$ cat src/verilog/fpPipePkg.sv
package fpPipePkg;

	localparam int stageCount = 3;		// Register slices in the chain
	localparam int latency = stageCount;	// Accept to output, no stalls

	// Operand and result classes
	typedef enum logic [2:0] {
		clsZero,		// Zero or subnormal
		clsNormal,
		clsInf,
		clsNan,
		clsInvalid		// Inf times zero
	} opClass;

endpackage

$ cat src/verilog/fpFormatPkg.sv
package fpFormatPkg;

	// Binary16 field layout
	localparam int expWidth = 5;
	localparam int manWidth = 10;
	localparam int wordWidth = 1 + expWidth + manWidth;
	localparam int bias = 15;

	localparam int sigWidth = manWidth + 1;			// Hidden one included
	localparam int prodWidth = 2 * sigWidth;		// Full significand product
	localparam int expSumWidth = expWidth + 2;		// Room for sign and carry

	localparam logic [expWidth-1:0] expAllOnes = '1;	// Inf and NaN exponent
	localparam logic [wordWidth-1:0] qNan = 16'h7E00;	// Canonical quiet NaN

	// Stage 1 to stage 2
	typedef struct packed {
		logic signA;
		logic signB;
		logic [expWidth-1:0] expA;
		logic [expWidth-1:0] expB;
		logic [prodWidth-1:0] prod;
		fpPipePkg::opClass cls;
	} prepPayload;

	// Stage 2 to stage 3
	typedef struct packed {
		logic sign;
		logic signed [expSumWidth-1:0] exp;		// Biased result exponent, may leave range
		logic [manWidth-1:0] frac;
		logic guard;
		logic sticky;
		fpPipePkg::opClass cls;
	} execPayload;

	// Final word
	typedef struct packed {
		logic [wordWidth-1:0] result;
	} resPayload;

endpackage

$ cat src/verilog/fpPipeStage.sv
`timescale 1ns/100ps

// Single-entry register slice with valid/ready on both sides
module fpPipeStage #(
	parameter type payloadType = logic
) (
	input logic clk,
	input logic rstN,

	input logic upValid,
	output logic upReady,
	input payloadType upData,

	output logic downValid,
	input logic downReady,
	output payloadType downData
);

	// Free when empty or being drained this cycle
	assign upReady = ~downValid | downReady;

	// Occupancy flag
	always_ff @(posedge clk or negedge rstN) begin
		if (!rstN) begin
			downValid <= 1'b0;
		end else if (upReady) begin
			downValid <= upValid;	// Refill or go empty
		end
	end

	// Payload register
	always_ff @(posedge clk) begin
		if (upValid && upReady) begin
			downData <= upData;	// Load on transfer only
		end
		// Holds under stall
	end

endmodule

$ cat src/verilog/fpMultPrepare.sv
`timescale 1ns/100ps

// Stage 1 logic
// Splits fields, classifies and multiplies significands
module fpMultPrepare (
	input logic [15:0] a,
	input logic [15:0] b,
	output fpFormatPkg::prepPayload prep
);

	import fpFormatPkg::*;
	import fpPipePkg::*;

	logic [expWidth-1:0] expA;
	logic [expWidth-1:0] expB;
	logic [manWidth-1:0] manA;
	logic [manWidth-1:0] manB;
	logic [sigWidth-1:0] sigA;
	logic [sigWidth-1:0] sigB;
	opClass clsA;
	opClass clsB;
	opClass cls;

	// Per-operand class, exponent 0 taken as zero
	function automatic opClass classify(
		input logic [expWidth-1:0] e,
		input logic [manWidth-1:0] m
	);
		opClass c;
		if (e == expAllOnes) begin
			c = (m != '0) ? clsNan : clsInf;
		end else if (e == '0) begin
			c = clsZero;			// Subnormals too
		end else begin
			c = clsNormal;
		end
		return c;
	endfunction

	assign expA = a[wordWidth-2 -: expWidth];
	assign expB = b[wordWidth-2 -: expWidth];
	assign manA = a[manWidth-1:0];
	assign manB = b[manWidth-1:0];

	assign sigA = {|expA, manA};		// Hidden one
	assign sigB = {|expB, manB};

	assign clsA = classify(expA, manA);
	assign clsB = classify(expB, manB);

	// Merge to one result class
	always_comb begin
		if (clsA == clsNan || clsB == clsNan) begin
			cls = clsNan;
		end else if ((clsA == clsInf && clsB == clsZero) ||
				(clsA == clsZero && clsB == clsInf)) begin
			cls = clsInvalid;		// Inf times zero
		end else if (clsA == clsInf || clsB == clsInf) begin
			cls = clsInf;
		end else if (clsA == clsZero || clsB == clsZero) begin
			cls = clsZero;
		end else begin
			cls = clsNormal;
		end
	end

	always_comb begin
		prep.signA = a[wordWidth-1];
		prep.signB = b[wordWidth-1];
		prep.expA = expA;
		prep.expB = expB;
		prep.prod = {{sigWidth{1'b0}}, sigA} * {{sigWidth{1'b0}}, sigB};	// 11x11 to 22
		prep.cls = cls;
	end

endmodule

$ cat src/verilog/fpMultExecute.sv
`timescale 1ns/100ps

// Stage 2 logic
// Sign, exponent sum and normalization of the product
module fpMultExecute (
	input fpFormatPkg::prepPayload prep,
	output fpFormatPkg::execPayload exec
);

	import fpFormatPkg::*;

	logic carry;
	logic [expSumWidth-1:0] expSum;

	// Product in [2,4) when top bit set
	assign carry = prep.prod[prodWidth-1];

	// Exponents add, bias comes off once
	assign expSum = expSumWidth'(prep.expA) + expSumWidth'(prep.expB)
			+ expSumWidth'(carry) - expSumWidth'(bias);

	always_comb begin
		exec.sign = prep.signA ^ prep.signB;	// Equal signs give positive
		exec.exp = $signed(expSum);
		if (carry) begin
			exec.frac = prep.prod[prodWidth-2 -: manWidth];	// Bits 20..11
			exec.guard = prep.prod[manWidth];
			exec.sticky = |prep.prod[manWidth-1:0];
		end else begin
			exec.frac = prep.prod[prodWidth-3 -: manWidth];	// Bits 19..10
			exec.guard = prep.prod[manWidth-1];
			exec.sticky = |prep.prod[manWidth-2:0];
		end
		exec.cls = prep.cls;			// Class rides along
	end

endmodule

$ cat src/verilog/fpMultRound.sv
`timescale 1ns/100ps

// Stage 3 logic
// Round to nearest even, range checks, specials and packing
module fpMultRound (
	input fpFormatPkg::execPayload exec,
	output fpFormatPkg::resPayload res
);

	import fpFormatPkg::*;
	import fpPipePkg::*;

	localparam logic signed [expSumWidth-1:0] expLimit = $signed({2'b00, expAllOnes});	// 31

	logic roundUp;
	logic [manWidth:0] fracInc;
	logic signed [expSumWidth-1:0] expRnd;
	logic overflow;
	logic underflow;
	logic [wordWidth-1:0] numeric;
	logic [wordWidth-1:0] signedInf;
	logic [wordWidth-1:0] signedZero;

	// Ties go to even
	assign roundUp = exec.guard & (exec.sticky | exec.frac[0]);

	assign fracInc = {1'b0, exec.frac} + {{manWidth{1'b0}}, roundUp};

	// All-ones fraction rounding up bumps the exponent
	assign expRnd = exec.exp + $signed({{(expSumWidth-1){1'b0}}, fracInc[manWidth]});

	assign overflow = expRnd >= expLimit;
	assign underflow = expRnd <= $signed({expSumWidth{1'b0}});	// No subnormal output

	assign signedInf = {exec.sign, expAllOnes, {manWidth{1'b0}}};
	assign signedZero = {exec.sign, {(wordWidth-1){1'b0}}};

	// Numeric path
	always_comb begin
		if (overflow) begin
			numeric = signedInf;			// Saturate
		end else if (underflow) begin
			numeric = signedZero;			// Flush
		end else begin
			numeric = {exec.sign, expRnd[expWidth-1:0], fracInc[manWidth-1:0]};
		end
	end

	// Class overrides the numeric result
	always_comb begin
		case (exec.cls)
			clsNan,
			clsInvalid: res.result = qNan;
			clsInf: res.result = signedInf;
			clsZero: res.result = signedZero;
			default: res.result = numeric;
		endcase
	end

endmodule

$ cat src/verilog/fpMultiplier.sv
`timescale 1ns/100ps

// Three-stage binary16 multiplier
// Prepare, slice 1, execute, slice 2, round, slice 3
module fpMultiplier (
	input logic clk,
	input logic rstN,

	input logic inValid,
	output logic inReady,
	input logic [15:0] a,
	input logic [15:0] b,

	output logic outValid,
	input logic outReady,
	output logic [15:0] product
);

	import fpFormatPkg::*;

	prepPayload prepComb;		// Stage 1 logic out
	prepPayload prepReg;		// Slice 1 out
	execPayload execComb;
	execPayload execReg;
	resPayload resComb;
	resPayload resReg;

	logic slice1Valid;		// Slice 1 full
	logic slice1Ready;
	logic slice2Valid;		// Slice 2 full
	logic slice2Ready;

	fpMultPrepare prepare_i (
		.a(a),
		.b(b),
		.prep(prepComb)
	);

	fpPipeStage #(.payloadType(prepPayload)) slice1_i (
		.clk(clk),
		.rstN(rstN),
		.upValid(inValid),
		.upReady(inReady),
		.upData(prepComb),
		.downValid(slice1Valid),
		.downReady(slice1Ready),
		.downData(prepReg)
	);

	fpMultExecute execute_i (
		.prep(prepReg),
		.exec(execComb)
	);

	fpPipeStage #(.payloadType(execPayload)) slice2_i (
		.clk(clk),
		.rstN(rstN),
		.upValid(slice1Valid),
		.upReady(slice1Ready),
		.upData(execComb),
		.downValid(slice2Valid),
		.downReady(slice2Ready),
		.downData(execReg)
	);

	fpMultRound round_i (
		.exec(execReg),
		.res(resComb)
	);

	// Output slice drives the ports
	fpPipeStage #(.payloadType(resPayload)) slice3_i (
		.clk(clk),
		.rstN(rstN),
		.upValid(slice2Valid),
		.upReady(slice2Ready),
		.upData(resComb),
		.downValid(outValid),
		.downReady(outReady),
		.downData(resReg)
	);

	assign product = resReg.result;

endmodule

$ cat config.mk
export PLATFORM = sky130hd
export DESIGN_NAME = fpMultiplier
export DESIGN_NICKNAME = d
export VERILOG_FILES = /design/src/verilog/fpPipePkg.sv /design/src/verilog/fpFormatPkg.sv /design/src/verilog/fpPipeStage.sv /design/src/verilog/fpMultPrepare.sv /design/src/verilog/fpMultExecute.sv /design/src/verilog/fpMultRound.sv /design/src/verilog/fpMultiplier.sv
export SDC_FILE = /design/constraint.sdc
export NUM_CORES = 1
export LEC_CHECK = 0
export CAP_MARGIN = 20
export CORE_UTILIZATION = 45
export CTS_CLUSTER_DIAMETER = 200
export DETAILED_ROUTE_END_ITERATION = 6
export DONT_BUFFER_PORTS = 1
export PLACE_DENSITY = 0.61
export SYNTH_ARGS = -nofsm -noshare
export SYNTH_HDL_FRONTEND = slang
export SYNTH_SLANG_ARGS = --single-unit
export TNS_END_PERCENT = 1
$ cat constraint.sdc
create_clock -name clk -period 3.1 [get_ports clk]
set_input_delay 0.775 -clock clk [delete_from_list [all_inputs] [get_ports clk]]
set_output_delay 0.775 -clock clk [all_outputs]
set_load 0.01 [all_outputs]
==> reports/qor.yml <==
diodes: 0
syn_inst: 747
initial_core_util_pct: 46.20
nets: 973
synth_edf_count: 76
drtAntennaViolNets: 0
drc: 0
root_buffer: "clkbuf_16"
crit_fanout: 7
skew_ns: 0.009206
yosys.area.top_type: "edfxtp_1"
crit_arrival_ns: 5.38
synth-compound-area-share_pct: 7.479
cts.reportedPaths.clkPinSlew_ns: 0.06
wire_per_inst_microns: 15.17
reg2reg_depth: 13
hpwl_microns: 12330
clockBufferDepth: 2
ys_seq_area_share_pct: 30.76
fmax_ghz: 0.1882
portBuffers: 0
clkSinkCount: 79
final.period_utilization_pct: 171.4
hold_viol: 0
violations: "negative setup slack"
period_needed_ns: 5.312
end_kind: "flip-flop"
leakagePower_nw: 3.837
pwr-share-clk_pct: 12.4
slew_headroom_pct: 36.73
holdWs_ns: 0.1442
synthAdderAreaFrac_pct: 32.76
htree_levels: 3
rows: 47
dp.cells: 993
slowest_delay_ns: 0.57
synth_top_area_share_pct: 29.78
chipHeight_microns: 132.5
synth_mux_area_share_pct: 1.747
synth_fp_nets: 935
yosys.area_share.simple_pct: 16.51
fill_cells: 1452
die_x_microns: 132.5
die_area_sq_mm: 0.01755
coreArea_sq_mm: 0.01658
num_vias: 5188
hp-class: "in2async"
synth_flop_cell: "edfxtp_1"
place.gp.congestion: 0.8510
switching_power_mw: 3.394
crit_top_cell: "fa_1"
timing.rr.start: "slice2_i.downData[5]"
drt_iter0_markers: 134
grt_pass1_vias: 5610
synth-xor-area-share_pct: 3.886
path_class: "in2reg"
area_growth_syn_to_layout_pct: 15.97
swShare_pct: 38.30
synth-async-reset-ratio_pct: 3.797
status: "finished with violations"
grt_use_total_pct: 18.76
multi_input_area_sq_mm: 0.005110
grt_setup_unrepaired: "true"
grt_start_max_net_pins: 38
cp.required_ns: 3.17
worst_slew_pin_slew_ns: 0.9491
yosys.cell_types.count: 56
cp_cell_sequence: "or4_4, nor2_4, nor2b_1, fa_1, inv_1, fa_1, fa_1, inv_1, fa_1, ha_1, ha_4, nor2b_1, o21a_1, o41ai_4, mux2i_1, o211ai_1"
viasPerCell: 5.137
clock_latency_ns: 0.33
avgSynthCellArea_sq_um: 10.26
pin_count: 54
antenna_found_initial: 0
ir_drop_uv: 597.9
power.density_mw_per_mm2: 997.1
p_int_mw: 5.467
cpMaxStageDelayCell: "or4_4"
totalWireLength_microns: 15320
p_seq_share_pct: 20.9
cts_buffers: 9
setup_viol: 17
tns_ns: -26.70
ys_top_cells_by_area: "edfxtp_1, fa_1, ha_1, and2_1, inv_1"
power_mw: 8.861
post-place-ws_ns: -2.675
r2r_end: "slice3_i.downData[3]"
cts_tree: "yes"
synth_top_family_by_area: "adder cells"
drt_pass1_iterations: 4
overflow: 0
fin_cells: 1010
worst_slack_ns: -2.212
power_frac_comb_pct: 66.7
ctsHoldBuffers: 0
seq_area_sq_mm: 0.002357
slew_violations: 0
grt_pass1_wl_microns: 26610
synth_common_cells: "inv_1, fa_1, edfxtp_1"
synth.most_common_cell: "inv_1"
reg2reg_setup_slack_ns: 0.14
yosysWarnings: 0
drive_above_1_share_pct: 17.34
cp-start-kind: "primary input"
cap_violations: 0
ys_ff_latch: 79
syn_area_sq_mm: 0.007662
kinds of logic (layout without fill, tap and decap cells):
family / count (synthesis) / after routing
fa+ha+maj: 152 / 152
compound gates: 88 / 88
flops: 79 / 79
simple gates: 242 / 242
xor+xnor: 34 / 34
mux: 12 / 12
buf+inv: 140 / 183
routing by layer:
metal / global-route usage, % / routed length, microns
met5: 0 / 0
met2: 34.33 / 7964
met3: 3.218 / 515
met4: 4.406 / 174
met1: 22.92 / 6665
placed cells by master (no fill, tap or decap), drive strengths merged, types with 3 or more instances in the layout:
cell       n
inv      116
fa        81
edfxtp    76
and2      75
ha        71
nand2     64
buf       52
nor2      35
a21oi     26
xnor2     21
o21ai     19
xor2      13
nand3     13
nor2b     12
mux2      11
clkbuf    11
nand2b     7
a21o       7
nor3       7
o21a       6
and3       6
nand4      5
nor4       5
a211oi     4
a2bb2oi    3
dfrtp      3
a31oi      3
or2        3
state kept, by name, indices dropped and copies added, names as in the netlist:
register and flops:
slice2_i.downData 23, slice3_i.downValid 1, slice3_i.downData 16, slice1_i.downData 37
slice2_i.downValid 1, slice1_i.downValid 1
critical path, delay by kind of cell:
| kind | cells | cell delay [ns] |
|---|---|---|
| AND/OR/NAND/NOR | 4 | 1.02 |
| AO/OA/AOI/OAI | 3 | 0.58 |
| buffers and inverters | 2 | 0.11 |
| multiplexers | 1 | 0.22 |
| adder cells (fa/ha/maj) | 6 | 2.65 |
area by class of cell:
class                   count  share of cell area [%]
multi-input cells         528                   57.50
flip-flops and latches     79                   26.53
inverters                 115                   4.858
repair buffers             52                   4.478
well taps                 220                   3.098
clock buffers              11                   2.619
clock inverters             5                  0.9152
power groups by stage:
stage	sequential (mW)	combinational [mW]	clock, mW
floorplan	1.83	3.88	0
global placement	1.86	5.26	0
detailed placement	1.87	5.36	0
CTS	1.85	5.86	1.11
global route	1.88	6.60	1.16
finish	1.85	5.91	1.10
metrics by stage:
step | utilization, % | instance area, sq um
final | 53.58 | 8886
after global routing | 53.58 | 8886
after CTS | 53.18 | 8820
after floorplan | - | 7818
after detailed placement | 50.48 | 8372
after global placement | 50.48 | 8372
worst max path at each step:
stage / from / endpoint / slack [ns] / depth (start not counted)
after floorplan: b[12] / slice1_i.downData[22] / -2.43 / 20
after global placement: b[12] / slice1_i.downData[22] / -2.57 / 17
after detailed placement: b[12] / slice1_i.downData[23] / -2.67 / 19
after CTS: b[11] / slice1_i.downData[23] / -2.21 / 16
after global routing: b[11] / slice1_i.downData[23] / -2.38 / 16
final: b[11] / slice1_i.downData[23] / -2.21 / 16
what timing repair did:
action,CTS,global route
cloned,0,0
pin swaps,20,5
setup buffers,1,0
resized for setup,28,15
setup endpoints to repair,18,33
(Power assumes the default switching activity.)
